<file path="src/common/transfer_pkg.sv">
// Shared widths and reset values for the transfer subsystem
package transfer_pkg;

	// Address and data widths
	localparam int ADDR_W = 28; // Byte address
	localparam int DATA_W = 32; // One memory word

	// Byte step between consecutive words
	localparam logic [2:0] BYTES_PER_WORD = 3'd4;

	// On-chip memory geometry
	localparam int MEM_WORDS = 256;
	localparam int MEM_AW = 8; // Word index, log2 of MEM_WORDS

	// Master buffering, sized for the largest burst
	localparam int FIFO_DEPTH = 4;

	// Burst switch, value k moves k+1 words
	localparam int BURST_W = 2;

	// Power-up contents of the sequencer registers
	localparam logic [DATA_W-1:0] WRITE_SEED = 32'hf00f_beeb;
	localparam logic [DATA_W-1:0] READ_RESET_VALUE = 32'hfeed_feed;

endpackage

</file>
<file path="src/master/read_master.sv">
`timescale 1ns/10ps

// Fetches a run of words from memory into a user-facing FIFO
module read_master (
	input logic clk,
	input logic reset,
	// Control side
	input logic read_go,
	input logic [transfer_pkg::ADDR_W-1:0] read_base,
	input logic [transfer_pkg::ADDR_W-1:0] read_length, // Bytes
	output logic read_done,
	// User data side
	input logic read_buffer,
	output logic read_available,
	output logic [transfer_pkg::DATA_W-1:0] read_word,
	// Memory read port
	output logic mem_read,
	output logic [transfer_pkg::ADDR_W-1:0] mem_read_addr,
	input logic [transfer_pkg::DATA_W-1:0] mem_read_data
);

	logic [transfer_pkg::ADDR_W-1:0] read_addr;
	logic [transfer_pkg::ADDR_W-1:0] req_left; // Reads not yet issued
	logic [transfer_pkg::ADDR_W-1:0] recv_left; // Words not yet returned
	logic rd_valid; // Memory data lands this cycle
	logic fifo_empty;
	logic [$clog2(transfer_pkg::FIFO_DEPTH):0] fifo_count;
	logic [$clog2(transfer_pkg::FIFO_DEPTH)+1:0] in_flight;

	word_fifo user_fifo (
		.clk(clk),
		.reset(reset),
		.push(rd_valid),
		.push_data(mem_read_data),
		.pop(read_buffer),
		.head(read_word),
		.empty(fifo_empty),
		.full(),
		.count(fifo_count)
	);

	// Stored words plus the one in the memory pipe
	assign in_flight = fifo_count + rd_valid;

	// Issue only when a slot is guaranteed for the returning word
	assign mem_read = (req_left != '0) && (in_flight < transfer_pkg::FIFO_DEPTH);
	assign mem_read_addr = read_addr;
	assign read_available = !fifo_empty;

	// Request side
	always_ff @(posedge clk) begin
		if (!reset) begin
			read_addr <= '0;
			req_left <= '0;
		end else if (read_go) begin
			read_addr <= read_base;
			req_left <= {2'b00, read_length[transfer_pkg::ADDR_W-1:2]};
		end else if (mem_read) begin
			read_addr <= read_addr + transfer_pkg::BYTES_PER_WORD;
			req_left <= req_left - 1'b1;
		end
	end

	// One-cycle memory latency
	always_ff @(posedge clk) begin
		if (!reset)
			rd_valid <= 1'b0;
		else
			rd_valid <= mem_read;
	end

	// Receive side, done follows the last word into the FIFO
	always_ff @(posedge clk) begin
		if (!reset) begin
			recv_left <= '0;
			read_done <= 1'b0;
		end else if (read_go) begin
			recv_left <= {2'b00, read_length[transfer_pkg::ADDR_W-1:2]};
			read_done <= 1'b0;
		end else if (rd_valid) begin
			recv_left <= recv_left - 1'b1;
			if (recv_left == 1)
				read_done <= 1'b1;
		end
	end

endmodule

</file>
<file path="src/master/word_fifo.sv">
`timescale 1ns/10ps

// Show-ahead FIFO, head is valid whenever empty is low
module word_fifo (
	input logic clk,
	input logic reset,
	input logic push,
	input logic [transfer_pkg::DATA_W-1:0] push_data,
	input logic pop,
	output logic [transfer_pkg::DATA_W-1:0] head,
	output logic empty,
	output logic full,
	output logic [$clog2(transfer_pkg::FIFO_DEPTH):0] count
);

	logic [transfer_pkg::DATA_W-1:0] entries [transfer_pkg::FIFO_DEPTH];
	logic [$clog2(transfer_pkg::FIFO_DEPTH)-1:0] wr_ptr; // Next free slot
	logic [$clog2(transfer_pkg::FIFO_DEPTH)-1:0] rd_ptr; // Oldest entry
	logic do_push;
	logic do_pop;

	assign empty = (count == '0);
	assign full = count[$clog2(transfer_pkg::FIFO_DEPTH)]; // MSB set only at depth
	assign do_push = push && !full; // Overflow push is dropped
	assign do_pop = pop && !empty;
	assign head = entries[rd_ptr]; // Show-ahead read

	// Storage
	always_ff @(posedge clk) begin
		if (do_push)
			entries[wr_ptr] <= push_data;
	end

	// Pointers wrap naturally, depth is a power of two
	always_ff @(posedge clk) begin
		if (!reset) begin
			wr_ptr <= '0;
			rd_ptr <= '0;
			count <= '0;
		end else begin
			if (do_push)
				wr_ptr <= wr_ptr + 1'b1;
			if (do_pop)
				rd_ptr <= rd_ptr + 1'b1;
			case ({do_push, do_pop})
				2'b10: count <= count + 1'b1;
				2'b01: count <= count - 1'b1;
				default: count <= count; // Both or neither
			endcase
		end
	end

endmodule

</file>
<file path="config.mk">
export PLATFORM = sky130hd
export DESIGN_NAME = read_master
export DESIGN_NICKNAME = d
export VERILOG_FILES = /design/src/common/transfer_pkg.sv /design/src/master/read_master.sv /design/src/master/word_fifo.sv
export SDC_FILE = /design/constraint.sdc
export NUM_CORES = 1
export LEC_CHECK = 0
export ABC_AREA = 0
export BUFFER_PORTS_ARGS = -buffer_cell sky130_fd_sc_hd__buf_2
export CAP_MARGIN = 20
export CORE_MARGIN = 5
export CORE_UTILIZATION = 45
export DETAILED_ROUTE_END_ITERATION = 8
export PLACE_DENSITY_LB_ADDON = 0.12
export SKIP_LAST_GASP = 1
export SLEW_MARGIN = 10
export SYNTH_ARGS = -nofsm -noshare
export SYNTH_HDL_FRONTEND = slang
export SYNTH_SLANG_ARGS = --single-unit
</file>
<file path="constraint.sdc">
create_clock -name clk -period 4.6 [get_ports clk]
set_input_delay 0.69 -clock clk [delete_from_list [all_inputs] [get_ports clk]]
set_output_delay 0.69 -clock clk [all_outputs]
set_load 0.02 [all_outputs]
</file>
Word level (Yosys, flattened, before mapping)
Memory sizes are Yosys's and may differ from the RTL's. A register that Yosys moved wholly into a read port is not among the register bits.
Cells that the tools add are included.
- register bits after elaboration: 93
- RAM bits: 128
- output and inout bits: 63
- word-level logic and storage cells: 47
- memories kept: 1
- memories (memory ; depth ; width ; read ports ; clocked after Yosys merged registers in ; wr ports ; RTL line ; RTL):
    user_fifo.entries ; 4 ; 32 ; 1 ; 1 ; 1 ; word_fifo.sv:16 ; logic [transfer_pkg::DATA_W-1:0] entries [transfer_pkg::FIFO_DEPTH];
- add/sub/neg operators: 8
- $lt $le $gt $ge: 1
- equal/unequal tests: 3
- muxes and demuxes: 11
- bitwise gates (word level): 1
- reduce and logical (&&, ||, !) cells: 12
- operator list (operator ; number):
    $mux W26 ; 4
    $mux W28 ; 2
    $sub A28 B1 Y28 const B ; 2
    $add A28 B3 Y28 const B ; 1
    $eq A28 B1 Y1 const B ; 1
    $reduce_bool A28 Y1 ; 1
    $pmux W3 S2 ; 1
    $reduce_bool A2 Y1 ; 3
    $add A2 B1 Y2 const B ; 2
    $add A3 B1 Y4 ; 1
    $lt A4 B3 Y1 const B ; 1
    $mux W2 ; 2
    $add A3 B1 Y3 const B ; 1
    $logic_and A1 B1 Y1 ; 3
    $logic_not A3 Y1 ; 1
    $sub A3 B1 Y3 const B ; 1
    $eq A2 B1 Y1 const B ; 1
    $eq A2 B2 Y1 const B ; 1
    $logic_not A1 Y1 ; 2
    $mux W1 ; 2
    $reduce_and A2 Y1 ; 1
    $reduce_or A2 Y1 ; 1
    $not A1 Y1 ; 1

Depth between registers and ports, before layout
- depth after elaboration: 5
- gate-level depth with buffers: 10

By module
Synthesis repeated with hierarchy kept, for this count alone.
- cell total of the unflattened synthesis: 775
- area, all modules: 9789.4 um^2
- by module, submodules not included (module ; times used ; cells an instance ; area each (um^2) ; seq. area each (um^2)):
    word_fifo ; 1 ; 218 ; 5138.7 ; 4023.9
    read_master ; 1 ; 557 ; 4650.7 ; 1721.7

Worst setup path after synthesis
Ideal clock, no wire load.
- path kind: reg-to-output
- start: register req_left[0] (netlist name)
- end: output port mem_read
- arrival time: 1.725 ns
- data required time: 3.910 ns
- slack: 2.185 ns
- stages on the path, launching flop included: 8
- path buffers: 1
- cell sequence: dfxtp_1 inv_1 ha_1 nor4b_4 nand4_2 o31ai_4 inv_2 buf_2
- cells in the longest elaborated chain, start to end: 2
- RTL lines (item ; RTL line ; RTL):
    from (decl) ; read_master.sv:23 ; logic [transfer_pkg::ADDR_W-1:0] req_left;
    from (signal assigned) ; read_master.sv:57 ; req_left <= {2'b00, read_length[transfer_pkg::ADDR_W-1:2]};
    from (signal assigned) ; read_master.sv:60 ; req_left <= req_left - 1'b1;
    $reduce_bool A28 Y1 ; read_master.sv:46 ; assign mem_read = (req_left != '0) && (in_flight < transfer_pkg::FIFO_DEPTH);
    $logic_and A1 B1 Y1 ; read_master.sv:46 ;
    to (decl) ; read_master.sv:17 ; output logic mem_read,
Every way passes these cells.

Final worst setup path
Same ends and word-level chain as after synthesis.

==> run_results.csv <==
group,metric,value,unit
status,outcome,"finished, final reports clean",
logic_synthesis,synthCells,786,
critical_path,cp_max_fo,15,
grt,track_usage,18.0,%
timing,slew_headroom,28.9,%
timing,slew_viol_final,0,
critical_path,arrival,2740,ps
logic_synthesis,syn_area,0.00978,mm2
timing,setup-tns-final,0,ps
critical_path,cp_data_required_time,3910,ps
critical_path,path_buf_inv,4,
route,drt-pass1-iter-count,6,
final_layout,nets,1038,
timing,fin_worst_skew,8.90,ps
die,die_area,0.0248,mm2
clock_tree,clk_pin_slew_worst_paths,60,ps
route,wirelength,22400,um
die,initial_utilization,45.2,%
grt,antenna_found_initial,0,
critical_path,max_stage_delay,380,ps
power,leakagePower,4.08,nW
logic_synthesis,yosysWarnings,0,
route,vias_per_cell,5.58,
grt,grt_max_degree,54,
logic_synthesis,synth.most_common_cell,"edfxtp_1",
place,post_dp_cell_area,0.0108,mm2
clock_tree,cts_max_path_buffers,3,
place,io_buffers,152,
logic_synthesis,synthDistinctLibCells,65,
critical_path,critPathSlowestCell,"nor4b_4",
logic_synthesis,ys.flop_type,"edfxtp_1",
place,gp_congestion,0.786,
route,route.vias.total,6879,
logic_synthesis,synth_compound_area_share,11.2,%
clock_tree,cts.sinks,223,
grt,grt_pass1_wl,36000,um
place,dp_cells,1189,
logic_synthesis,synthMuxAreaShare,7.89,%
logic_synthesis,synth_area_per_cell,12.4,um2
critical_path,critPathTopFamily,"buffers and inverters",
clock_tree,ctsHoldBuffers,0,
timing,clock.fmax,292,MHz
timing,rsz0062_at_grt,"false",
route,postRouteAntennaNets,0,
die,core-area,0.0216,mm2
logic_synthesis,ys_top_cells_by_count,"128 x edfxtp_1, 95 x dfxtp_1, 55 x o21ai_0",
power,finalPower,6.14,mW
final_layout,drive_above_1_share,27.1,%
timing,period_needed,3430,ps
flow_run,maxCapViolations,0,
timing,fin_crit_sh,74.5,%
logic_synthesis,synth_fa_ha_area_share,1.48,%
clock_tree,ctsResizeCount,0,
logic_synthesis,yosys.area_share.xor_xnor,4.75,%
logic_synthesis,synth_nets,889,
min_path,min_path_type,"input pin to register",
critical_path,cp-end-kind,"output port",
critical_path,path_cells,"inv_1, ha_1, nor4b_4, nand4_2, o31ai_4, buf_4, inv_2, buf_2",
power,p_per_area,528,mW/mm2
clock_tree,cts_buffers,24,
final_layout,syn_to_final_growth,18.9,%
timing,tightest_slew,1060,ps
die,rows,54,
logic_synthesis,synth_seq_cells,223,
clock_tree,clk_latency,500,ps
route,drt_iter0_drc,357,
logic_synthesis,synth_top_cell_area_share,39.3,%
route,drcViolationCount,0,
grt,overflow,0,
die,ios,155,
logic_synthesis,synth_area_leaders,"edfxtp_1 39%, dfxtp_1 19%, mux4_2 7.4%",
logic_synthesis,synth-simple-area-share,13.1,%
critical_path,worstSetupPathType,"register to output port",
logic_synthesis,synthDominantAreaCellType,"edfxtp_1",
final_layout,stdcell_area,0.0116,mm2
grt,grt_pass1_vias,6855,
clock_tree,cts-root-buf,"clkbuf_16",
die,die_w,157,um
place,place_hpwl,14900,um
critical_path,setup.worst_path.start_class,"register",
route,post_drt_wl_per_cell,18.1,um
logic_synthesis,synthArstFlopShare,0,%
power,ir_drop,0.238,mV
timing,holdWs,398,ps
logic_synthesis,synth_top_family_by_area,"simple AND/OR/NAND/NOR gates",
final_layout,stdcell_count,1233,
clock_tree,cts_tree,"built",
timing,hold_viol_final,0,
die,fp.dieH,157,um
logic_synthesis,yosysSeqAreaShare,58.7,%
clock_tree,htreeDepth,1,
logic_synthesis,synth-edff-count,128,
timing,setup_viol,0,
clock_tree,post-cts-setup-buffers,0,
cell usage in the layout (no fill, tap or decap), drive strengths merged, types with 31 or more instances in the layout:
cell type  synthesis  layout
nor2              37      37
clkbuf            30      31
a21oi             53      53
nand2             33      33
xnor2             38      38
dfxtp             95      95
edfxtp           128     128
buf               15     168
mux4              32      32
o21ai             55      55
flip-flops by register name, indices dropped and copies added (netlist names), named ones only:
name / count
user_fifo.entries: 128
read_done: 1
mem_read_addr: 28
user_fifo.count: 3
recv_left: 28
req_left: 28
user_fifo.rd_ptr: 2
rd_valid: 1
user_fifo.wr_ptr: 2
worst register-to-register path, delay by kind of cell, from the launching register on:
family	cells	cell delay, ps
simple gates	3	1660
compound gates	2	440
flops	1	340
fa+ha+maj	1	150
buf+inv	1	90
cell type report:
type	instances	area (um2)
Clock inverter	12	140
Sequential cell	223	5750
Clock buffer	31	668
Fill cell	1916	9990
Timing Repair Buffer	168	881
Tap cell	280	350
Inverter	21	78.8
Antenna cell	1	2.50
Multi-Input combinational cell	497	3760
per-layer routing:
| metal | vias to the layer above | share of wire (%) | wire [um] | GRT usage, % |
|---|---|---|---|---|
| met5 | - | 0 | 0 | 0 |
| li1 | 3360 | - | - | - |
| met3 | 20 | 5.2 | 1160 | 2.67 |
| met4 | 0 | 1.1 | 250 | 3.65 |
| met1 | 3333 | 45 | 10100 | 24.7 |
| met2 | 166 | 48 | 10800 | 30.7 |
kinds of logic after synthesis:
group | after synthesis
AND/OR/NAND/NOR | 218
AO/OA/AOI/OAI | 178
flip-flops | 223
multiplexers | 37
adder cells (fa/ha/maj) | 11
buffers and inverters | 66
XOR/XNOR | 53
where the power goes:
part / total, mW / internal (mW) / leakage (nW) / switching, mW
combinational: 1.55 / 0.634 / 1.73 / 0.917
clock: 1.95 / 1.19 / 0.395 / 0.758
sequential: 2.64 / 2.44 / 1.96 / 0.198
total: 6.14 / 4.26 / 4.08 / 1.87
worst paths after layout:
kind,cells after the start,end,startpoint,slack [ps]
min reg2reg,2,read_done,read_done,480
max reg2reg,7,mem_read_addr[9],req_left[0],1860
max,8,mem_read,req_left[0],1170
min,1,user_fifo.entries[1][1],mem_read_data[1],400
per-stage QoR:
stage	util (%)	setup slack, ps
global route	53.8	1020
finish	53.8	1170
floorplan	-	2190
CTS	53.8	1160
global placement	50.0	1720
detailed placement	50.0	1700
Power figures use the tool's default switching activity.
