[config.mk]
export PLATFORM = sky130hd
export DESIGN_NAME = write_master
export DESIGN_NICKNAME = d
export VERILOG_FILES = /design/src/common/transfer_pkg.sv /design/src/master/word_fifo.sv /design/src/master/write_master.sv
export SDC_FILE = /design/constraint.sdc
export NUM_CORES = 1
export LEC_CHECK = 0
export BUFFER_PORTS_ARGS = -buffer_cell sky130_fd_sc_hd__buf_2
export CAP_MARGIN = 20
export CORE_MARGIN = 2
export CORE_UTILIZATION = 45
export DETAILED_ROUTE_END_ITERATION = 16
export PLACE_DENSITY = 0.74
export SYNTH_ARGS = -nofsm -noshare
export SYNTH_HDL_FRONTEND = slang
export SYNTH_SLANG_ARGS = --single-unit
[constraint.sdc]
create_clock -name clk -period 5.54 [get_ports clk]
set_input_delay 0.831 -clock clk [delete_from_list [all_inputs] [get_ports clk]]
set_output_delay 0.831 -clock clk [all_outputs]
set_load 0.01 [all_outputs]
[src/common/transfer_pkg.sv]
// Shared widths and reset values for the transfer subsystem
package transfer_pkg;

	// Address and data widths
	localparam int ADDR_W = 28; // Byte address
	localparam int DATA_W = 32; // One memory word

	// Byte step between consecutive words
	localparam logic [2:0] BYTES_PER_WORD = 3'd4;

	// On-chip memory geometry
	localparam int MEM_WORDS = 256;
	localparam int MEM_AW = 8; // Word index, log2 of MEM_WORDS

	// Master buffering, sized for the largest burst
	localparam int FIFO_DEPTH = 4;

	// Burst switch, value k moves k+1 words
	localparam int BURST_W = 2;

	// Power-up contents of the sequencer registers
	localparam logic [DATA_W-1:0] WRITE_SEED = 32'hf00f_beeb;
	localparam logic [DATA_W-1:0] READ_RESET_VALUE = 32'hfeed_feed;

endpackage

[src/master/word_fifo.sv]
`timescale 1ns/10ps

// Show-ahead FIFO, head is valid whenever empty is low
module word_fifo (
	input logic clk,
	input logic reset,
	input logic push,
	input logic [transfer_pkg::DATA_W-1:0] push_data,
	input logic pop,
	output logic [transfer_pkg::DATA_W-1:0] head,
	output logic empty,
	output logic full,
	output logic [$clog2(transfer_pkg::FIFO_DEPTH):0] count
);

	logic [transfer_pkg::DATA_W-1:0] entries [transfer_pkg::FIFO_DEPTH];
	logic [$clog2(transfer_pkg::FIFO_DEPTH)-1:0] wr_ptr; // Next free slot
	logic [$clog2(transfer_pkg::FIFO_DEPTH)-1:0] rd_ptr; // Oldest entry
	logic do_push;
	logic do_pop;

	assign empty = (count == '0);
	assign full = count[$clog2(transfer_pkg::FIFO_DEPTH)]; // MSB set only at depth
	assign do_push = push && !full; // Overflow push is dropped
	assign do_pop = pop && !empty;
	assign head = entries[rd_ptr]; // Show-ahead read

	// Storage
	always_ff @(posedge clk) begin
		if (do_push)
			entries[wr_ptr] <= push_data;
	end

	// Pointers wrap naturally, depth is a power of two
	always_ff @(posedge clk) begin
		if (!reset) begin
			wr_ptr <= '0;
			rd_ptr <= '0;
			count <= '0;
		end else begin
			if (do_push)
				wr_ptr <= wr_ptr + 1'b1;
			if (do_pop)
				rd_ptr <= rd_ptr + 1'b1;
			case ({do_push, do_pop})
				2'b10: count <= count + 1'b1;
				2'b01: count <= count - 1'b1;
				default: count <= count; // Both or neither
			endcase
		end
	end

endmodule

[src/master/write_master.sv]
`timescale 1ns/10ps

// Drains buffered user words into sequential memory writes
module write_master (
	input logic clk,
	input logic reset,
	// Control side
	input logic write_go,
	input logic [transfer_pkg::ADDR_W-1:0] write_base,
	input logic [transfer_pkg::ADDR_W-1:0] write_length, // Bytes
	output logic write_done,
	// User data side
	input logic write_buffer,
	input logic [transfer_pkg::DATA_W-1:0] write_data,
	output logic write_full,
	// Memory write port
	output logic mem_write,
	output logic [transfer_pkg::ADDR_W-1:0] mem_write_addr,
	output logic [transfer_pkg::DATA_W-1:0] mem_write_data
);

	logic [transfer_pkg::ADDR_W-1:0] words_left; // Words still to store
	logic [transfer_pkg::ADDR_W-1:0] write_addr;
	logic [transfer_pkg::DATA_W-1:0] fifo_head;
	logic fifo_empty;

	// User words wait here until the memory takes them
	word_fifo user_fifo (
		.clk(clk),
		.reset(reset),
		.push(write_buffer),
		.push_data(write_data),
		.pop(mem_write), // One word retired per write
		.head(fifo_head),
		.empty(fifo_empty),
		.full(write_full),
		.count()
	);

	// Write whenever a word is ready and the run is not finished
	assign mem_write = !fifo_empty && (words_left != '0);
	assign mem_write_addr = write_addr;
	assign mem_write_data = fifo_head;

	always_ff @(posedge clk) begin
		if (!reset) begin
			words_left <= '0;
			write_addr <= '0;
			write_done <= 1'b0;
		end else if (write_go) begin
			// New run, length arrives in bytes
			write_addr <= write_base;
			words_left <= {2'b00, write_length[transfer_pkg::ADDR_W-1:2]};
			write_done <= 1'b0;
		end else if (mem_write) begin
			write_addr <= write_addr + transfer_pkg::BYTES_PER_WORD;
			words_left <= words_left - 1'b1;
			if (words_left == 1)
				write_done <= 1'b1; // Held until next go
		end
	end

endmodule

== Word-level counts from Yosys, hierarchy flattened ==
Memories as Yosys holds them, arrays and structs flattened. A register that Yosys moved wholly into a read port is not among the register bits.
Index checks and enable logic that the tools add are counted.

* Register bits after elaboration: 64
* Bits in writable memories: 128
* Input bits: 92
* Word-level logic and storage cells: 38
* Memories kept: 1

* Add/subtract/negate cells: 6
* Eq/ne operators: 3
* Muxes and demuxes: 9
* Bitwise gates (word level): 1
* Reduce and logical (&&, ||, !) cells: 11

{| class="wikitable"
|+ Memory list
! memory !! words !! bits a word !! read ports !! clocked after memory_dff !! wr ports !! line !! RTL
|-
| user_fifo.entries || 4 || 32 || 1 || 1 || 1 || word_fifo.sv:16 || <nowiki>logic [transfer_pkg::DATA_W-1:0] entries [transfer_pkg::FIFO_DEPTH];</nowiki>
|}

{| class="wikitable"
|+ Operators by type and width
! cell !! count
|-
| two-way mux 28 bit || 2
|-
| two-way mux 26 bit || 2
|-
| adder 28 x 3 -> 28 bit (second input constant) || 1
|-
| == test 28 x 1 -> 1 bit (second input constant) || 1
|-
| nonzero test 28 bit || 1
|-
| subtractor 28 x 1 -> 28 bit (second input constant) || 1
|-
| case mux 3 bit (2 select lines) || 1
|-
| adder 2 x 1 -> 2 bit (second input constant) || 2
|-
| two-way mux 2 bit || 2
|-
| nonzero test 2 bit || 2
|-
| adder 3 x 1 -> 3 bit (second input constant) || 1
|-
| logical AND 1 bit || 3
|-
| logical NOT 3 bit || 1
|-
| subtractor 3 x 1 -> 3 bit (second input constant) || 1
|-
| == test 2 x 1 -> 1 bit (second input constant) || 1
|-
| == test 2 bit (second input constant) || 1
|-
| logical NOT 1 bit || 2
|-
| two-way mux 1 bit || 2
|-
| AND reduction 2 bit || 1
|-
| OR reduction 2 bit || 1
|-
| inverter 1 bit || 1
|}

== Longest topological paths before layout ==
* Depth in word-level cells: 6
* Gate-level depth with buffers: 13
* Gate-level depth less buffers: 11

== Hierarchy ==
A second synthesis with hierarchy kept.

* Cells, all modules: 611
* Area, all modules: 8529.4 sq um

{| class="wikitable"
|+ Modules (own cells, without submodules)
! module !! times used !! cells an instance !! area each (sq um) !! seq. area each (sq um)
|-
| word_fifo || 1 || 218 || 5138.7 || 4023.9
|-
| write_master || 1 || 393 || 3390.8 || 1141.1
|}

== Worst setup path before layout ==
OpenSTA, ideal clock, no wires.

* Path kind: register to register
* From: register words_left[22] in the netlist's numbering
* To: register user_fifo.count[2] in the netlist's numbering
* Library setup time: 0.071 ns
* Arrival: 2.938 ns
* Required time: 5.469 ns
* Path slack: 2.532 ns
* Stages on the path, launching flop included: 13
* Path buffers: 2
* Cells stage by stage: dfxtp_1 -> or4_1 -> nor4b_4 -> and4_1 -> buf_2 -> buf_2 -> nor2_1 -> ha_1 -> inv_1 -> fa_1 -> xor2_1 -> or3_1 -> a21oi_1

* Cells in the longest elaborated chain, start to end: 5

{| class="wikitable"
|+ RTL lines
! element !! line !! RTL
|-
| from (decl) || write_master.sv:22 || <nowiki>logic [transfer_pkg::ADDR_W-1:0] words_left;</nowiki>
|-
| from (signal assigned) || write_master.sv:53 || <nowiki>words_left <= {2'b00, write_length[transfer_pkg::ADDR_W-1:2]};</nowiki>
|-
| from (signal assigned) || write_master.sv:57 || <nowiki>words_left <= words_left - 1'b1;</nowiki>
|-
| nonzero test 28 bit (*) || write_master.sv:41 || <nowiki>assign mem_write = !fifo_empty && (words_left != '0);</nowiki>
|-
| logical AND 1 bit (*) || write_master.sv:41 ||
|-
| logical AND 1 bit (*) || word_fifo.sv:25 || <nowiki>assign do_pop = pop && !empty;</nowiki>
|-
| == test 2 x 1 -> 1 bit / == test 2 bit (equally long branches) || word_fifo.sv:45 || <nowiki>case ({do_push, do_pop})</nowiki>
|-
| case mux 3 bit (2 select lines) / nonzero test 2 bit (equally long branches) || -- ||
|-
| to (signal assigned) || word_fifo.sv:46 || <nowiki>2'b10: count <= count + 1'b1;</nowiki>
|-
| to (signal assigned) || word_fifo.sv:47 || <nowiki>2'b01: count <= count - 1'b1;</nowiki>
|-
| to (signal assigned) || word_fifo.sv:48 || <nowiki>default: count <= count;</nowiki>
|-
| to (decl) || word_fifo.sv:13 || <nowiki>output logic [$clog2(transfer_pkg::FIFO_DEPTH):0] count</nowiki>
|}

Every way passes the cells marked *; elsewhere a longest branch is shown, timed or not.
A chain may end at the register's enable or synchronous reset.

== Final worst setup path ==
* From: register words_left[22] in the netlist's numbering
* To: output port mem_write

* Cells in the longest elaborated chain, start to end: 2

{| class="wikitable"
|+ RTL lines
! element !! line !! RTL
|-
| nonzero test 28 bit || write_master.sv:41 ||
|-
| logical AND 1 bit || write_master.sv:41 ||
|-
| to (decl) || write_master.sv:17 || <nowiki>output logic mem_write,</nowiki>
|}

No other way between the ends.

==> results_tabular.tex <==
\begin{tabular}{lr}
\hline
Metric & Value \\
\hline
\multicolumn{2}{l}{\textbf{Outcome}} \\
\quad Outcome & finished clean \\
\multicolumn{2}{l}{\textbf{Worst setup path}} \\
\quad Gate family responsible for the most delay along the worst path & simple AND/OR/NAND/NOR gates \\
\quad Critical Path Sink Type & output port \\
\quad Delay contributed by the slowest stage of the critical path & 0.63 ns \\
\quad Data required time at the worst endpoint & 4.71 ns \\
\quad Critical Path Source Type & flip-flop \\
\quad Critical path arrival & 2.55 ns \\
\quad Launch point of the worst reg-to-reg path & words\_left[22] \\
\quad Endpoint of the most critical register-to-register path & user\_fifo.count[2] \\
\quad Setup slack on the worst flop-to-flop path & 2.51 ns \\
\quad Crit-path slowest cell & or4\_1 \\
\quad Worst setup path class & flip-flop to output port \\
\quad Max Fanout on Critical Path & 11 \\
\quad Number of buffer and inverter stages on the critical path & 1 \\
\quad Cells along the critical path & or4\_1 -> nor4b\_4 -> and4\_2 -> nor2\_1 -> buf\_2 \\
\quad R2R cell count & 10 \\
\multicolumn{2}{l}{\textbf{Yosys}} \\
\quad Post-Syn Nets & 744 \\
\quad Cell types occupying the most area after synthesis & edfxtp\_1 46\%, dfxtp\_1 16\%, mux4\_2 8.6\% \\
\quad Ys Warns & 0 \\
\quad Number of standard cells after synthesis & 642 \\
\quad Flop and latch count out of synthesis & 194 \\
\quad Area share of the largest cell type after synthesis & 45.8\% \\
\quad Share of the yosys chip area belonging to registers & 61.5\% \\
\quad Count of different cell masters after synthesis & 50 \\
\quad Post-Syn Area & 8390 sq um \\
\quad Number of enable-type register cells in the synthesized netlist & 128 \\
\quad Primary FF master, synth & edfxtp\_1 \\
\quad Ys async rst share & 0\% \\
\quad Largest area contributor in the synthesized netlist & edfxtp\_1 \\
\quad Avg Inst Size Synth & 13.1 sq um \\
\multicolumn{2}{l}{\textbf{Worst hold path}} \\
\quad Hold Path Cell Cnt & 1 \\
\quad Worst hold path startpoint & write\_done \\
\quad Hold path endpoint & write\_done \\
\quad HP Class & flip-flop to flip-flop \\
\multicolumn{2}{l}{\textbf{Pwr}} \\
\quad Worst VDD drop & 0.229 mV \\
\quad Power density over the cells & 408 nW/um\^{}2 \\
\quad Leak pwr & 0.00350 uW \\
\multicolumn{2}{l}{\textbf{Die}} \\
\quad Die Outline Area & 19800 sq um \\
\quad Total number of placement rows & 49 \\
\quad Initial Util & 46.3\% \\
\quad Number of placed I/O pins & 155 \\
\quad CORE AREA & 18100 sq um \\
\quad Y dimension of the die & 141 um \\
\quad Die Span X & 141 um \\
\multicolumn{2}{l}{\textbf{Finish}} \\
\quad Most used cells in the layout excluding fill and tap cells & 153 x buf\_2, 128 x edfxtp\_1, 68 x o21ai\_0 \\
\quad Share of layout cells above drive strength 1 & 30.7\% \\
\quad Fillers & 1506 \\
\quad Commonest non-fill, non-tap cell in the layout & buf\_2 \\
\quad Fin nets & 884 \\
\quad Layout overhead on the synthesized area & 18.9\% \\
\quad Number of diodes & 0 \\
\quad Final cell count without fillers & 1024 \\
\multicolumn{2}{l}{\textbf{GRT}} \\
\quad Via count of the first global-routing pass & 5622 \\
\quad Pin count of the biggest net entering global routing & 67 \\
\quad Remaining global-route overflow & 0 \\
\quad First-pass GRT wire length & 28400 um \\
\quad Antenna violations before repair & 1 \\
\quad GRT Util Overall & 18.2\% \\
\multicolumn{2}{l}{\textbf{Clocking}} \\
\quad Maximum number of buffers from clock root to sink & 2 \\
\quad Number of gates given a new drive strength after cts & 0 \\
\quad CTS HTree Levels & 4 \\
\quad Total CTS buffers & 17 \\
\quad Clock Pin Slew Worst Setup and Hold Paths & 0.08 ns \\
\quad Clock latency of the later-clocked register in the worst-skew pair & 0.43 ns \\
\quad Num Clock Sinks & 194 \\
\quad Post-CTS setup-driven buffer insertion count & 0 \\
\quad TritonCTS clock tree & done \\
\quad CTS hold repair buffers & 0 \\
\quad Cell at the root of the clock tree & clkbuf\_16 \\
\multicolumn{2}{l}{\textbf{STA}} \\
\quad Final Hold Viols & 0 \\
\quad Count of final setup violators & 0 \\
\quad Maximum clock frequency & 0.296 GHz \\
\quad Max Clock Skew & 0.00895 ns \\
\quad Setup TNS & 0 ns \\
\quad Time the worst path needs with I/O delays and setup & 3.38 ns \\
\quad Worst slew pin tran & 0.879 ns \\
\quad Final Slew Violations & 0 \\
\quad Unrepaired setup endpoints after global routing & no \\
\quad Final cycle utilization of the critical path & 61.1\% \\
\quad Relative slew slack & 41.3\% \\
\multicolumn{2}{l}{\textbf{Drt}} \\
\quad Post-DR wirelength/cell & 17.3 um \\
\quad DR vias/cell & 5.76 \\
\quad Pre-antenna DRT Iters & 5 \\
\quad Number of nets still failing antenna checks after routing & 0 \\
\quad Number of vias after detailed routing & 5898 \\
\quad Number of DRC violations after detailed routing & 0 \\
\quad Drt first-iter violations & 376 \\
\quad Wire length reported by the detailed router & 17700 um \\
\multicolumn{2}{l}{\textbf{Run}} \\
\quad Max-capacitance violation count & 0 \\
\multicolumn{2}{l}{\textbf{Placement}} \\
\quad Placed instance count & 991 \\
\quad Number of I/O port buffers & 152 \\
\quad GPL Wtd Cong & 0.788 \\
\quad Post-detail-place hpwl & 11600 um \\
\hline
\end{tabular}
[registers in the layout (all words and copies together), names as in the netlist, named ones only]
name,cells
user_fifo.wr_ptr,2
user_fifo.rd_ptr,2
mem_write_addr,28
words_left,28
write_done,1
user_fifo.count,3
user_fifo.entries,128
[how the worst max path moves through the flow]
| stage | slack, ns | start | depth (start not counted) | to |
|---|---|---|---|---|
| floorplan | 2.53 | words_left[22] | 12 | user_fifo.count[2] |
| global placement | 2.59 | words_left[22] | 10 | user_fifo.count[2] |
| detailed placement | 2.55 | words_left[18] | 9 | user_fifo.count[2] |
| CTS | 2.15 | words_left[22] | 5 | mem_write |
| global route | 2.05 | words_left[22] | 5 | mem_write |
| finish | 2.16 | words_left[22] | 5 | mem_write |
[cells in the mapped netlist, types with 2 or more instances]
library cell / n
dfxtp_1: 66
inv_1: 12
nand2b_1: 3
a21oi_1: 8
or4_2: 2
o31ai_1: 21
a311oi_1: 5
nor3_1: 14
nand4_1: 14
o21a_1: 2
mux2i_1: 3
buf_1: 5
nor2b_1: 3
nand3_1: 18
mux4_2: 32
edfxtp_1: 128
buf_2: 8
clkbuf_1: 29
o21ai_0: 68
and4_1: 5
xnor2_1: 2
xor2_1: 3
a31oi_1: 32
nor4b_1: 8
nor4_1: 8
or3_2: 3
a211oi_1: 6
ha_1: 9
nor3b_1: 9
or3_1: 21
and2_1: 6
and3_1: 5
or2_2: 3
nand3b_1: 2
nor2_1: 32
or4_1: 20
nand2_1: 14
[through the flow]
stage	total power, uW	worst slack, ns	cell area (sq um)	utilization (%)	hold slack, ns
finish	4070	2.16	9980	55.0	0.481
global route	4290	2.05	9980	55.0	0.504
CTS	4120	2.15	9980	55.0	0.480
detailed placement	2870	2.55	9360	51.6	0.450
global placement	2850	2.59	9360	51.6	0.457
floorplan	2520	2.53	8390	-	0.449
[worst register-to-register path, delay by kind of cell, from the launching register on]
| family | cells | cell delay [ns] |
|---|---|---|
| AOI/OAI and AO/OA | 1 | 0.14 |
| xor gates and xnor gates | 1 | 0.07 |
| DFF | 1 | 0.36 |
| adders and majority gates | 2 | 0.38 |
| buffers and inverters | 1 | 0.07 |
| and+or+nand+nor | 5 | 1.93 |
[power by group]
group / total (uW) / switching (uW) / internal, uW
clock network: 1250 / 624 / 624
logic: 1040 / 580 / 459
registers: 1790 / 77.6 / 1710
total: 4070 / 1280 / 2790
[final cells by class]
| type | instances | area [sq um] | share of cell area [%] |
|---|---|---|---|
| sequential | 194 | 5170 | 51.7 |
| multi-input combinational | 393 | 3020 | 30.2 |
| timing repair buffer | 163 | 841 | 8.42 |
| clock buffer | 17 | 425 | 4.26 |
| tap | 229 | 287 | 2.87 |
| clock inverter | 15 | 196 | 1.97 |
| inverter | 13 | 48.8 | 0.489 |
[routing by layer]
layer | track usage (%) | wire [um]
met1 | 24.1 | 7910
met5 | 0 | 13
met4 | 5.53 | 171
met2 | 30.1 | 8590
met3 | 4.25 | 1050
[kinds of logic (layout without fill, tap and decap cells)]
kind of cell / after synthesis / in the layout / share of synthesized area, %
multiplexers: 35 / 35 / 8.94
flip-flops: 194 / 194 / 61.5
adder cells (fa/ha/maj): 10 / 10 / 1.58
AO/OA/AOI/OAI: 149 / 149 / 10.9
XOR/XNOR: 5 / 5 / 0.522
buffers and inverters: 55 / 208 / 2.58
AND/OR/NAND/NOR: 194 / 194 / 13.9
No activity file was read; power rests on OpenSTA's default activity.
