**config.mk**
```make
export PLATFORM = sky130hd
export DESIGN_NAME = transfer_sequencer
export DESIGN_NICKNAME = d
export VERILOG_FILES = /design/src/common/transfer_pkg.sv /design/src/source/transfer_sequencer.sv
export SDC_FILE = /design/constraint.sdc
export NUM_CORES = 1
export LEC_CHECK = 0
export ABC_AREA = 0
export ABC_CLOCK_PERIOD_IN_PS = 7470
export BUFFER_PORTS_ARGS = -buffer_cell sky130_fd_sc_hd__buf_2
export CORE_ASPECT_RATIO = 1.4
export CORE_MARGIN = 4
export CORE_UTILIZATION = 28
export DETAILED_ROUTE_END_ITERATION = 7
export PLACE_DENSITY_LB_ADDON = 0.08
export SLEW_MARGIN = 40
export SYNTH_ARGS = -nofsm -noshare
export SYNTH_HDL_FRONTEND = slang
export SYNTH_SLANG_ARGS = --single-unit
```
**constraint.sdc**
```tcl
create_clock -name clk -period 7.47 [get_ports clk]
set_input_delay 1.1205 -clock clk [delete_from_list [all_inputs] [get_ports clk]]
set_output_delay 1.1205 -clock clk [all_outputs]
set_load 0.1 [all_outputs]
```
**src/common/transfer_pkg.sv**
```systemverilog
// Shared widths and reset values for the transfer subsystem
package transfer_pkg;

	// Address and data widths
	localparam int ADDR_W = 28; // Byte address
	localparam int DATA_W = 32; // One memory word

	// Byte step between consecutive words
	localparam logic [2:0] BYTES_PER_WORD = 3'd4;

	// On-chip memory geometry
	localparam int MEM_WORDS = 256;
	localparam int MEM_AW = 8; // Word index, log2 of MEM_WORDS

	// Master buffering, sized for the largest burst
	localparam int FIFO_DEPTH = 4;

	// Burst switch, value k moves k+1 words
	localparam int BURST_W = 2;

	// Power-up contents of the sequencer registers
	localparam logic [DATA_W-1:0] WRITE_SEED = 32'hf00f_beeb;
	localparam logic [DATA_W-1:0] READ_RESET_VALUE = 32'hfeed_feed;

endpackage

```
**src/source/transfer_sequencer.sv**
```systemverilog
`timescale 1ns/10ps

// Turns switch and button commands into master transfers
module transfer_sequencer (
	input logic clk,
	input logic reset,
	input logic rdwr_cntl, // High selects write
	input logic n_action, // Active-low command button
	input logic add_data_sel, // High shows the address
	input logic [transfer_pkg::BURST_W-1:0] burst_words,
	output logic indicator,
	output logic busy,
	output logic [transfer_pkg::DATA_W-1:0] display_data,
	// Write master
	output logic write_go,
	output logic [transfer_pkg::ADDR_W-1:0] write_base,
	output logic [transfer_pkg::ADDR_W-1:0] write_length,
	input logic write_done,
	output logic write_buffer,
	output logic [transfer_pkg::DATA_W-1:0] write_data,
	input logic write_full,
	// Read master
	output logic read_go,
	output logic [transfer_pkg::ADDR_W-1:0] read_base,
	output logic [transfer_pkg::ADDR_W-1:0] read_length,
	input logic read_done,
	output logic read_buffer,
	input logic read_available,
	input logic [transfer_pkg::DATA_W-1:0] read_word
);

	typedef enum logic [2:0] {
		IDLE,
		WRITE_PUSH, // Feed words, go with the first
		WRITE_WAIT,
		READ_GO,
		READ_WAIT,
		READ_POP // Drain the read FIFO
	} state_t;

	state_t state;
	logic [transfer_pkg::ADDR_W-1:0] address;
	logic [transfer_pkg::DATA_W-1:0] pattern; // Last written value
	logic [transfer_pkg::DATA_W-1:0] read_data;
	logic [transfer_pkg::BURST_W:0] req_words; // From the switch
	logic [transfer_pkg::BURST_W:0] run_words; // Latched per command
	logic [transfer_pkg::BURST_W:0] word_count;
	logic [transfer_pkg::ADDR_W-1:0] req_bytes;
	logic [transfer_pkg::ADDR_W-1:0] run_bytes;
	logic last_word;

	assign req_words = {1'b0, burst_words} + 1'b1;
	assign req_bytes = {{(transfer_pkg::ADDR_W-transfer_pkg::BURST_W-3){1'b0}}, req_words, 2'b00};
	assign run_bytes = {{(transfer_pkg::ADDR_W-transfer_pkg::BURST_W-3){1'b0}}, run_words, 2'b00};
	assign last_word = (word_count == run_words - 1'b1);

	// Both masters start at the current address
	assign write_base = address;
	assign write_length = run_bytes;
	assign write_data = pattern + transfer_pkg::BYTES_PER_WORD; // Step before use
	assign read_base = address;
	assign read_length = run_bytes;

	assign busy = (state != IDLE);
	assign indicator = (address != '0) && !rdwr_cntl;
	assign display_data = add_data_sel
		? {{(transfer_pkg::DATA_W-transfer_pkg::ADDR_W){1'b0}}, address}
		: (rdwr_cntl ? '0 : read_data);

	// Strobes
	always_comb begin
		write_go = 1'b0;
		write_buffer = 1'b0;
		read_go = 1'b0;
		read_buffer = 1'b0;
		case (state)
			WRITE_PUSH: begin
				write_buffer = !write_full;
				write_go = (word_count == '0); // FIFO is empty here, first push lands
			end
			READ_GO: read_go = 1'b1;
			READ_POP: read_buffer = read_available;
			default: ;
		endcase
	end

	always_ff @(posedge clk) begin
		if (!reset) begin
			state <= IDLE;
			address <= '0;
			pattern <= transfer_pkg::WRITE_SEED;
			read_data <= transfer_pkg::READ_RESET_VALUE;
			run_words <= '0;
			word_count <= '0;
		end else begin
			case (state)
				IDLE: begin
					word_count <= '0;
					if (!n_action) begin
						run_words <= req_words;
						if (rdwr_cntl) begin
							state <= WRITE_PUSH;
						end else if (address >= req_bytes) begin // Else ignored
							address <= address - req_bytes; // Step back over the run
							state <= READ_GO;
						end
					end
				end
				WRITE_PUSH: begin
					if (write_buffer) begin
						pattern <= write_data;
						word_count <= word_count + 1'b1;
						if (last_word)
							state <= WRITE_WAIT;
					end
				end
				WRITE_WAIT: begin
					if (write_done) begin
						address <= address + run_bytes; // Past the run
						state <= IDLE;
					end
				end
				READ_GO: state <= READ_WAIT;
				READ_WAIT: begin
					if (read_done) // Whole run now buffered
						state <= READ_POP;
				end
				READ_POP: begin
					if (read_buffer) begin
						read_data <= read_word; // Last one wins
						word_count <= word_count + 1'b1;
						if (last_word)
							state <= IDLE;
					end
				end
				default: state <= IDLE;
			endcase
		end
	end

endmodule

```
; ---- Yosys cells after proc, flatten, opt, wreduce, memory -nomap -nowiden
; Cells that the tools add are included.
[op_classes]
addsub = 6
multipliers = 0
div_mod_pow = 0
magnitude_cmp = 1
eq_ne = 16
shift = 0
mux = 24
n_bitwise = 1
n_reduce_logical = 15
[ops]
columns = operator, n
row1 = two-way mux 28 bit, 4
row2 = two-way mux 32 bit, 2
row3 = one-hot mux 28 bit (2 select lines), 1
row4 = two-way mux 3 bit, 11
row5 = "adder 32 x 3 -> 32 bit, second input constant", 1
row6 = adder 28 x 5 -> 28 bit, 1
row7 = >= comparator 28 x 5 -> 1 bit, 1
row8 = nonzero test 28 bit, 1
row9 = subtractor 28 x 5 -> 28 bit, 1
row10 = "!= test 2 bit, second input constant", 9
row11 = one-hot mux 3 bit (6 select lines), 1
row12 = one-hot mux 3 bit (3 select lines), 1
row13 = AND reduction 8 bit, 1
row14 = "equality test 3 x 2 -> 1 bit, second input constant", 2
row15 = "equality test 3 bit, second input constant", 2
row16 = logical NOT 3 bit, 2
row17 = AND reduction 2 bit, 3
row18 = nonzero test 3 bit, 2
row19 = AND reduction 5 bit, 1
row20 = two-way mux 1 bit, 4
row21 = "adder 2 x 1 -> 3 bit, second input constant", 1
row22 = "adder 3 x 1 -> 3 bit, second input constant", 1
row23 = "equality test 3 x 1 -> 1 bit, second input constant", 1
row24 = equality test 3 bit, 1
row25 = other kinds (7), 8
[totals]
regBits = 101
latchBits = 0
mem_bits_rw = 0
rom_bits = 0
inputBits = 43
out_inout_bits = 182
elab_cells = 69
mem_count = 0

; ---- Logic depth before layout (Yosys ltp)
; Gate-level depths: netlist of the first run.
[logic_depth]
depth_word = 6
mapped_depth = 11
ltp_nobuf = 9

; ---- Worst setup path before layout of the first run
; No wires, ideal clock.
[synth_path]
path_type = register to output
startpoint = register state[1]
endpoint = output port write_go
t_arrival_ns = 3.736
t_required_ns = 6.349
path_slack_ns = 2.613
path_stages_with_launch = 4
path_buffers = 1
cell_sequence = dfxtp_1 -> buf_2 -> nand2b_1 -> nor4b_1
[synth_via]
elab_chain_len = 2
[synth_lines]
columns = item, line
row1 = "start, declared", transfer_sequencer.sv:41  ; state_t state;
row2 = "start signal, assigned", transfer_sequencer.sv:89  ; state <= IDLE;
row3 = "start signal, assigned", transfer_sequencer.sv:102  ; state <= WRITE_PUSH;
row4 = "start signal, assigned", transfer_sequencer.sv:105  ; state <= READ_GO;
row5 = equality test 3 x 1 -> 1 bit, transfer_sequencer.sv:76  ; case (state)
row6 = two-way mux 1 bit, transfer_sequencer.sv:76
row7 = "end, declared", transfer_sequencer.sv:15  ; output logic write_go,
; No other way between the ends.

; ---- Worst setup path after layout of the first run
[layout_path]
startpoint = register pattern[2] in the netlist's numbering
endpoint = output port write_data[28] in the netlist's numbering
[layout_via]
elab_chain_len = 1
[layout_lines]
columns = item, line
row1 = "start, declared", transfer_sequencer.sv:43  ; logic [transfer_pkg::DATA_W-1:0] pattern;
row2 = "start signal, assigned", transfer_sequencer.sv:91  ; pattern <= transfer_pkg::WRITE_SEED;
row3 = "start signal, assigned", transfer_sequencer.sv:111  ; pattern <= write_data;
row4 = adder 32 x 3 -> 32 bit, transfer_sequencer.sv:60  ; assign write_data = pattern + transfer_pkg::BYTES_PER_WORD;
row5 = "end, declared", transfer_sequencer.sv:20  ; output logic [transfer_pkg::DATA_W-1:0] write_data,
; No other way between the ends.

==> results.ini, run 1 <==
[drt]
vias=5850
first_pass_iters=4
vias_per_cell=4.54
wl_um=20700
drt-wirelength-per-cell_um=16.1
drc=0
drtIter0Drc=219
antenna_left=0

[hold_path]
hp-class=flop to flop

[timing]
tns_ns=0
finalWorstSetupSlack_ns=3.22
post-route-period-util_pct=56.9
skew_ns=0.00813
report.final.setup_viol=0
finalHoldViolations=0
max_freq_ghz=0.235
report.final.slew_viol_count=0
slew_headroom_pct=52.2
fin_crit_ns=4.25
tightest_slew_ns=0.717
rsz0062_at_grt=false

[clock_tree]
cts_tree=done
clk_latency_ns=0.37
hold_buffers=0
cts_resized=0
clk_pin_slew_worst_paths_ns=0.07
clockBufferDepth=2
clockRootBuffer=clkbuf_16
cts_buffers=9
cts-htree-levels=3
post_cts_buffers=0
cts_sinks=97

[critical_path]
slowest_stage=or3_4
critical_path_class=flop to output port
path_cells=ha_1 -> and3_1 -> nand4_1 -> or3_4 -> nor2_1 -> nand3_1 -> xnor2_1 -> buf_2
crit_arrival_ns=3.13
cp-start-kind=flop
cp.required_ns=6.35
end_kind=output port
max_stage_delay_ns=0.53
cp_max_fo=8

[synth]
syn_area_per_cell_um2=7.54
ys_seq_elements=97
synth_edf_count=0
syn_inst=876
yosys_most_used_dff=dfxtp_1
ys_async_sr_fraction_pct=0
yosysUniqueCellTypes=69
ys_warn_count=0
ys_seq_area_share_pct=29.4
syn_area_mm2=0.00660

[pwr]
p_leak_nw=3.30
ir_drop_uv=357
power_density_mw_per_mm2=504

[layout]
final_util_pct=32.5
area_growth_pct=14.1
drive_gt1_share_pct=21.3
layout_commonest_cell=buf_2
nets=1032
final_cell_mix=buf_2, nand2_1, dfxtp_1, nand3_1, conb_1
final_area_mm2=0.00754
fillers=2618

[global_route]
grt_pass1_wl_um=31800
grt_util_all_layers_pct=15.7
antenna_found_initial=5
grt_max_degree=86
grt-ovfl-total=0
grt_pass1_vias=5574

[floorplanning]
die_area_mm2=0.0261
die_h_um=190
start_util_pct=28.5
die_w_um=138
design.core.area_mm2=0.0232
row_count=66
ioPinCount=225

[placement]
dp_hpwl_um=15400
io_buffers=168
place_congestion=0.770
dpl_cell_area_mm2=0.00720
place_ws_ns=3.38

[run_status]
outcome=finished clean

[job]
maxCapViolations=0

## Yosys cell counts, types with 14 or more instances
master    number  area [µm²]
a21boi_1      14         105
a21oi_1       18        90.1
and2_1        17         106
buf_4         86         646
clkbuf_1      43         161
dfxtp_1       97        1940
inv_1         26        97.6
mux2i_1       14         140
nand2_1      150         563
nand2b_1      37         231
nand3_1       58         290
nor2_1        44         165
o21ai_0       48         240
or3_1         23         144
xnor2_1       34         298
xor2_1        20         175
## final timing paths
check / end / slack (ns) / cells after the start / startpoint
min reg2reg: read_data[30]$_SDFFE_PN1P_ / 0.46 / 2 / read_data[30]$_SDFFE_PN1P_
max: write_data[28] / 3.22 / 8 / pattern[2]$_SDFFE_PN0P_
min: read_data[30]$_SDFFE_PN1P_ / 0.46 / 2 / read_data[30]$_SDFFE_PN1P_
max reg2reg: read_base[24]$_SDFFE_PN0P_ / 4.46 / 10 / read_base[2]$_SDFFE_PN0P_
## registers in the layout, indices dropped and copies added (netlist names)
signal,cells
run_words,3
word_count,3
read_base,26
state,3
pattern,30
read_data,32
## report_power, final
part	internal, mW	switching (mW)	leakage, nW	total, mW
clock	0.304	0.228	0.159	0.532
sequential	0.592	0.191	0.787	0.783
combinational	0.502	1.98	2.35	2.49
total	1.40	2.40	3.30	3.80
## through the flow
stage	hold WS [ns]	power, mW	cells
finish	0.460	3.80	1288
floorplan	0.432	2.97	930
global placement	0.445	3.30	1271
CTS	0.466	3.84	1287
detailed placement	0.449	3.30	1271
global route	0.482	3.99	1288
## layout make-up
class                   instances  area [µm²]  share of cell area (%)
diodes                          1        2.50                  0.0332
clock buffers                  10         239                    3.17
clock inverters                 6        90.1                    1.20
inverters                      27         101                    1.34
multi-input cells             669        3900                    51.7
flip-flops and latches         97        1940                    25.8
well taps                     306         383                    5.08
repair buffers                172         880                    11.7
## critical path: cells and delay by family (launching register included)
family	cells	cell delay [ns]
xor+xnor	1	0.15
simple gates	5	1.50
buf+inv	1	0.44
flops	1	0.42
fa+ha+maj	1	0.25
## cells by family (layout without fill, tap and decap cells)
kind of cell | after synthesis | count (layout) | share of synthesized area (%)
flip-flops | 97 | 97 | 29.4
buffers and inverters | 164 | 215 | 14.7
AO/OA/AOI/OAI | 121 | 121 | 11.6
multiplexers | 16 | 16 | 2.46
other | 2 | 57 | 0.114
AND/OR/NAND/NOR | 409 | 409 | 31.9
adder cells (fa/ha/maj) | 13 | 13 | 2.69
XOR/XNOR | 54 | 54 | 7.16
## metal layers
| layer | vias to the layer above | track usage [%] | share of wire [%] |
|---|---|---|---|
| li1 | 3009 | - | - |
| met1 | 2675 | 19.8 | 43 |
| met2 | 134 | 26.9 | 50 |
| met3 | 24 | 3.52 | 5.3 |
| met4 | 8 | 4.14 | 1.2 |
| met5 | - | 0 | 0.29 |
Note: power is estimated with default switching activity, not from simulation.
==> run 2: changes to the inputs <==
Settings changed: ABC_AREA 0 to 1, ABC_CLOCK_PERIOD_IN_PS 7470 to 4300.
Clock period 7.47 ns to 4.3 ns, I/O delays scaled along.
==> run 2 against run 1 <==
Final cell count grew 31%; design area grew 12%; largest cell class unchanged; clock skew is essentially flat; critical path type unchanged; non-clock buffer count grew 9; via count grew 33%; synthesized cell count grew 42%; first-iteration DRC count grew 110%.
==> results.ini, run 2 <==
[critical_path]
slowest_stage=buf_2
max_stage_delay_ns=0.49  ; -0.04 ns
crit_arrival_ns=2.68  ; -0.45 ns
critical_path_class=flop to output port
cp.required_ns=3.65  ; -2.70 ns
cp-start-kind=flop
path_cells=nand2_1 -> nor2_2 -> nand2_1 -> nor2_2 -> nand4_1 -> nor2_2 -> xor2_1 -> buf_2
end_kind=output port
r2r_slack_ns=1.44  ; -3.02 ns
cp_max_fo=5  ; -3
cpMostUsedCell=nor2_2

[global_route]
antenna_found_initial=3  ; -2
grt_util_all_layers_pct=19.1  ; +3.4 points
grt-ovfl-total=0  ; unchanged
grt_pass1_vias=7561  ; +36%
grt_max_degree=49  ; -43%
grt_pass1_wl_um=43700  ; +37%

[floorplanning]
ioPinCount=225  ; unchanged
design.core.area_mm2=0.0263  ; +13%
start_util_pct=28.5  ; about the same
die_h_um=201  ; +6.2%
row_count=70  ; +6.1%
die_w_um=146  ; +6.1%
die_area_mm2=0.0294  ; +13%

[clock_tree]
clockBufferDepth=2  ; unchanged
clockRootBuffer=clkbuf_16
cts_sinks=97  ; unchanged
cts_buffers=9  ; unchanged
cts_tree=done
cts-htree-levels=3  ; unchanged
cts_resized=0  ; unchanged
hold_buffers=0  ; unchanged
clk_pin_slew_worst_paths_ns=0.07  ; about the same
clk_latency_ns=0.36  ; about the same
post_cts_buffers=0  ; unchanged

[layout]
top_register=read_data
n_antenna_cell=0  ; -1
area_growth_pct=12.6
drive_gt1_share_pct=17.0  ; -4.3 points
largest_reg_flops=32  ; unchanged
nets=1411  ; +37%
final_area_mm2=0.00842  ; +12%
final_util_pct=32.1  ; -0.42 points
layout_commonest_cell=nand2_1
final_cell_mix=nand2_1, buf_2, nor2_1, nand3_1, inv_1

[synth]
ys_seq_area_share_pct=26.0  ; -3.4 points
synth_top_cells_by_count=nand2_1, nor2_1, inv_1, nand3_1, dfxtp_1
synthTopCellsByArea=dfxtp_1, nand2_1, buf_4
syn_area_mm2=0.00748  ; +13%
ys_warn_count=0  ; unchanged
yosysTopAreaCell=dfxtp_1
syn_area_per_cell_um2=6.00  ; -20%
ys_seq_elements=97  ; unchanged
yosysMostFrequentCell=nand2_1
synth_top_area_share_pct=26.0  ; -3.4 points
synth_edf_count=0  ; unchanged
yosysUniqueCellTypes=42  ; -39%
ys_async_sr_fraction_pct=0  ; unchanged
yosys_most_used_dff=dfxtp_1
syn_inst=1247  ; +42%

[drt]
antenna_left=0  ; unchanged
drc=0  ; unchanged
first_pass_iters=5  ; +1
vias=7771  ; +33%
vias_per_cell=4.62  ; +1.7%
drtIter0Drc=464  ; +110%
wl_um=29000  ; +40%
drt-wirelength-per-cell_um=17.2  ; +7.0%

[placement]
dp_hpwl_um=22800  ; +48%
io_buffers=168  ; unchanged
dpl_cell_area_mm2=0.00813  ; +13%
place_ws_ns=1.12  ; -2.26 ns
place_congestion=0.907  ; +18%

[hold_path]
hp-class=flop to flop

[timing]
finalWorstSetupSlack_ns=0.974  ; -2.24 ns
report.final.slew_viol_count=0  ; unchanged
tns_ns=0  ; unchanged
report.final.setup_viol=0  ; unchanged
fin_crit_ns=3.33
skew_ns=0.00834  ; +0.000206 ns
tightest_slew_ns=0.828  ; +0.112 ns
rsz0062_at_grt=false
finalHoldViolations=0  ; unchanged
max_freq_ghz=0.301
post-route-period-util_pct=77.3
slew_headroom_pct=44.7  ; -7.5 points

[run_status]
outcome=finished clean

[job]
maxCapViolations=0  ; unchanged

==> run 2: path summary, 6_finish.rpt <==
kind / startpoint / endpoint / depth (start not counted)
setup reg to reg: read_base[2]$_SDFFE_PN0P_ / read_base[27]$_SDFFE_PN0P_ / 14
setup / recovery: pattern[2]$_SDFFE_PN0P_ / write_data[19] / 8
hold reg to reg: read_data[31]$_SDFFE_PN1P_ / read_data[31]$_SDFFE_PN1P_ / 2
hold / removal: read_data[31]$_SDFFE_PN1P_ / read_data[31]$_SDFFE_PN1P_ / 2
==> run 2: layout make-up <==
cell class                 instances  area, µm²
multi-input combinational        947       4400
sequential                        97       1940
inverter                         119        447
clock inverter                     4       53.8
fill                            2981      17900
timing repair buffer             181        938
tap                              324        405
clock buffer                      10        239
==> run 2: kinds of logic after synthesis <==
group	synth area share (%)
AO/OA/AOI/OAI	9.12
other	0.100
multiplexers	0.134
XOR/XNOR	4.80
adder cells (fa/ha/maj)	2.37
buffers and inverters	18.0
AND/OR/NAND/NOR	39.5
flip-flops	26.0
==> run 2: worst max-delay path, delay by kind of cell, from the launching register on <==
family / cells / cell delay, ns
XOR/XNOR: 1 / 0.29
flip-flops: 1 / 0.40
buffers and inverters: 1 / 0.49
AND/OR/NAND/NOR: 6 / 1.14
==> run 2: per-stage QoR <==
stage,cells,hold slack (ns)
2_1_floorplan,1301,0.429
3_3_place_gp,1668,0.441
3_5_place_dp,1668,0.443
4_1_cts,1682,0.462
5_1_grt,1682,0.492
6_report,1682,0.461
==> run 2: per-layer routing <==
| metal | routed length [µm] | GRT usage, % | vias to the layer above |
|---|---|---|---|
| met5 | 39 | 0 | - |
| met4 | 1030 | 8.41 | 6 |
| met3 | 1210 | 3.15 | 47 |
| met2 | 15300 | 35.5 | 193 |
| met1 | 11400 | 21.3 | 3536 |
| li1 | - | - | 3989 |
Power of run 2 is left out: the tool's default activity adds up to more than one toggle a clock period on the data nets, which glitch-free logic cannot reach.
==> run 3: changes to the inputs <==
Settings changed: ABC_CLOCK_PERIOD_IN_PS 4300 to 3200.
Clock period 4.3 ns to 3.2 ns, I/O delays scaled along.
==> run 3 against run 2 <==
Sequential share of layout area shrank 1.2 points; register-to-register slack lost 0.89 ns; via count increased by 0.45%; non-clock buffer count increased by 2; hold slack got worse by 0.13 ns; first-iteration DRC count is 8.0% lower; design area rose by 5.3%; core utilization grew 1.7 points; highest routed layer is now met4; setup slack lost 0.71 ns.
==> results.ini, run 3 (synthesis results as in run 2) <==
[global_route]
grt_max_degree=52  ; +6.1%
grt_pass1_wl_um=43000  ; -1.7%
grt_pass1_vias=7450  ; -1.5%
grt-ovfl-total=0  ; unchanged
grt_util_all_layers_pct=18.7  ; -0.41 points
antenna_found_initial=0  ; -3

[clock_tree]
cts_tree=done
clk_pin_slew_worst_paths_ns=0.07  ; about the same
post_cts_buffers=0  ; unchanged
hold_buffers=0  ; unchanged
cts-htree-levels=3  ; unchanged
clockBufferDepth=2  ; unchanged
cts_buffers=9  ; unchanged
cts_resized=0  ; unchanged
clockRootBuffer=clkbuf_16
clk_latency_ns=0.36  ; about the same
cts_sinks=97  ; unchanged

[critical_path]
cp-start-kind=flop
slowest_stage=nor2_1
r2r_start=read_base[2]$_SDFFE_PN0P_
cp.required_ns=2.72  ; -0.93 ns
cp.depth=6  ; -2
max_stage_delay_ns=0.42  ; -0.07 ns
end_kind=output port
crit_end=write_data[16]
crit_arrival_ns=2.46  ; -0.22 ns
critPathTopFamily=simple AND/OR/NAND/NOR gates
critPathBufInv=1  ; unchanged
critical_path_class=flop to output port
path_cells=ha_1 -> nand3_1 -> nor2_1 -> nand3_1 -> xor2_1 -> clkbuf_4
cpMostUsedCell=nand3_1
r2r_slack_ns=0.55  ; -0.89 ns
worstRegToRegCells=15  ; +1
r2r-end=read_base[3]$_SDFFE_PN0P_
cp_max_fo=5  ; unchanged
critical_path.startpoint=pattern[2]$_SDFFE_PN0P_

[placement]
place_ws_ns=0.379  ; -0.742 ns
io_buffers=168  ; unchanged
place_congestion=0.919  ; +1.3%
dp_hpwl_um=22300  ; -2.2%

[layout]
largest_reg_flops=32  ; unchanged
n_antenna_cell=0  ; unchanged
fillers=2991  ; +0.34%
top_register=read_data
final_cell_mix=nand2_1, nor2_1, buf_2, inv_1, nand3_1
area_growth_pct=18.6
nets=1413  ; +0.14%
layout_commonest_cell=nand2_1
drive_gt1_share_pct=17.3  ; +0.24 points

[floorplanning]
die_w_um=146  ; unchanged
start_util_pct=28.5  ; unchanged
die_h_um=201  ; unchanged
ioPinCount=225  ; unchanged
row_count=70  ; unchanged
design.core.area_mm2=0.0263  ; unchanged
die_area_mm2=0.0294  ; unchanged

[hold_path]
min_path_cells=3  ; +1
hp-class=input port to flop

[drt]
wl_um=28500  ; -1.4%
drtIter0Drc=427  ; -8.0%
first_pass_iters=5  ; unchanged
vias=7806  ; +0.45%
drc=0  ; unchanged
antenna_left=0  ; unchanged
drt-wirelength-per-cell_um=16.9  ; -1.7%
vias_per_cell=4.63  ; +0.21%

[timing]
fin_crit_ns=2.94
max_freq_ghz=0.340
post-route-period-util_pct=91.8
slew_headroom_pct=52.8  ; +8.1 points
finalHoldViolations=0  ; unchanged
tightest_slew_ns=0.702  ; -0.126 ns
tns_ns=0  ; unchanged
report.final.setup_viol=0  ; unchanged
report.final.slew_viol_count=0  ; unchanged
rsz0062_at_grt=false
skew_ns=0.00717  ; -0.00117 ns
finalWorstSetupSlack_ns=0.262  ; -0.712 ns

[job]
maxCapViolations=0  ; unchanged

[run_status]
outcome=finished clean

## run 3: cell types whose count changed in the layout (fill, tap and decap cells not counted), sizes merged
cell	before	now
clkbuf	10	14
clkinv	2	4
bufinv	1	0
clkinvlp	2	1
## run 3: area by class of cell
type                    count  area (µm²)  area share [%]
multi-input cells         947        4420            49.8
flip-flops and latches     97        1940            21.9
repair buffers            183        1380            15.5
inverters                 119         447            5.04
well taps                 324         405            4.57
clock buffers              12         256            2.89
clock inverters             4        26.3           0.296
## run 3: worst min path at each step
stage                                           from  slack (ns)                    endpoint
after floorplan            read_data[0]$_SDFFE_PN1P_        0.43   read_data[0]$_SDFFE_PN1P_
after global routing                   read_word[30]        0.33  read_data[30]$_SDFFE_PN1P_
after global placement    read_data[10]$_SDFFE_PN1P_        0.44  read_data[10]$_SDFFE_PN1P_
final                                  read_word[15]        0.33  read_data[15]$_SDFFE_PN1P_
after CTS                              read_word[27]        0.31  read_data[27]$_SDFFE_PN1P_
after detailed placement  read_data[25]$_SDFFE_PN1P_        0.44  read_data[25]$_SDFFE_PN1P_
## run 3: through the flow
| stage | hold WS, ns | util (%) | instance area [µm²] | cells |
|---|---|---|---|---|
| after CTS | 0.314 | 33.7 | 8860 | 1686 |
| after global routing | 0.333 | 33.8 | 8870 | 1686 |
| after floorplan | 0.429 | - | 7700 | 1301 |
| after detailed placement | 0.443 | 32.6 | 8580 | 1670 |
| after global placement | 0.441 | 32.6 | 8580 | 1670 |
| final | 0.328 | 33.8 | 8870 | 1686 |
## run 3: layer usage
| metal | up-vias | share of wire (%) | global-route usage, % |
|---|---|---|---|
| met5 | - | 0 | 0 |
| met4 | 0 | 4.1 | 8.34 |
| met3 | 51 | 4.3 | 2.64 |
| met2 | 228 | 51 | 33.9 |
| met1 | 3529 | 41 | 21.8 |
| li1 | 3998 | - | - |
## run 3: tightest hold or removal path: cells and delay by family
family / cells / cell delay, ns
buf+inv: 1 / 0.07
simple gates: 2 / 0.10
Power of run 3 is left out for the same reason.
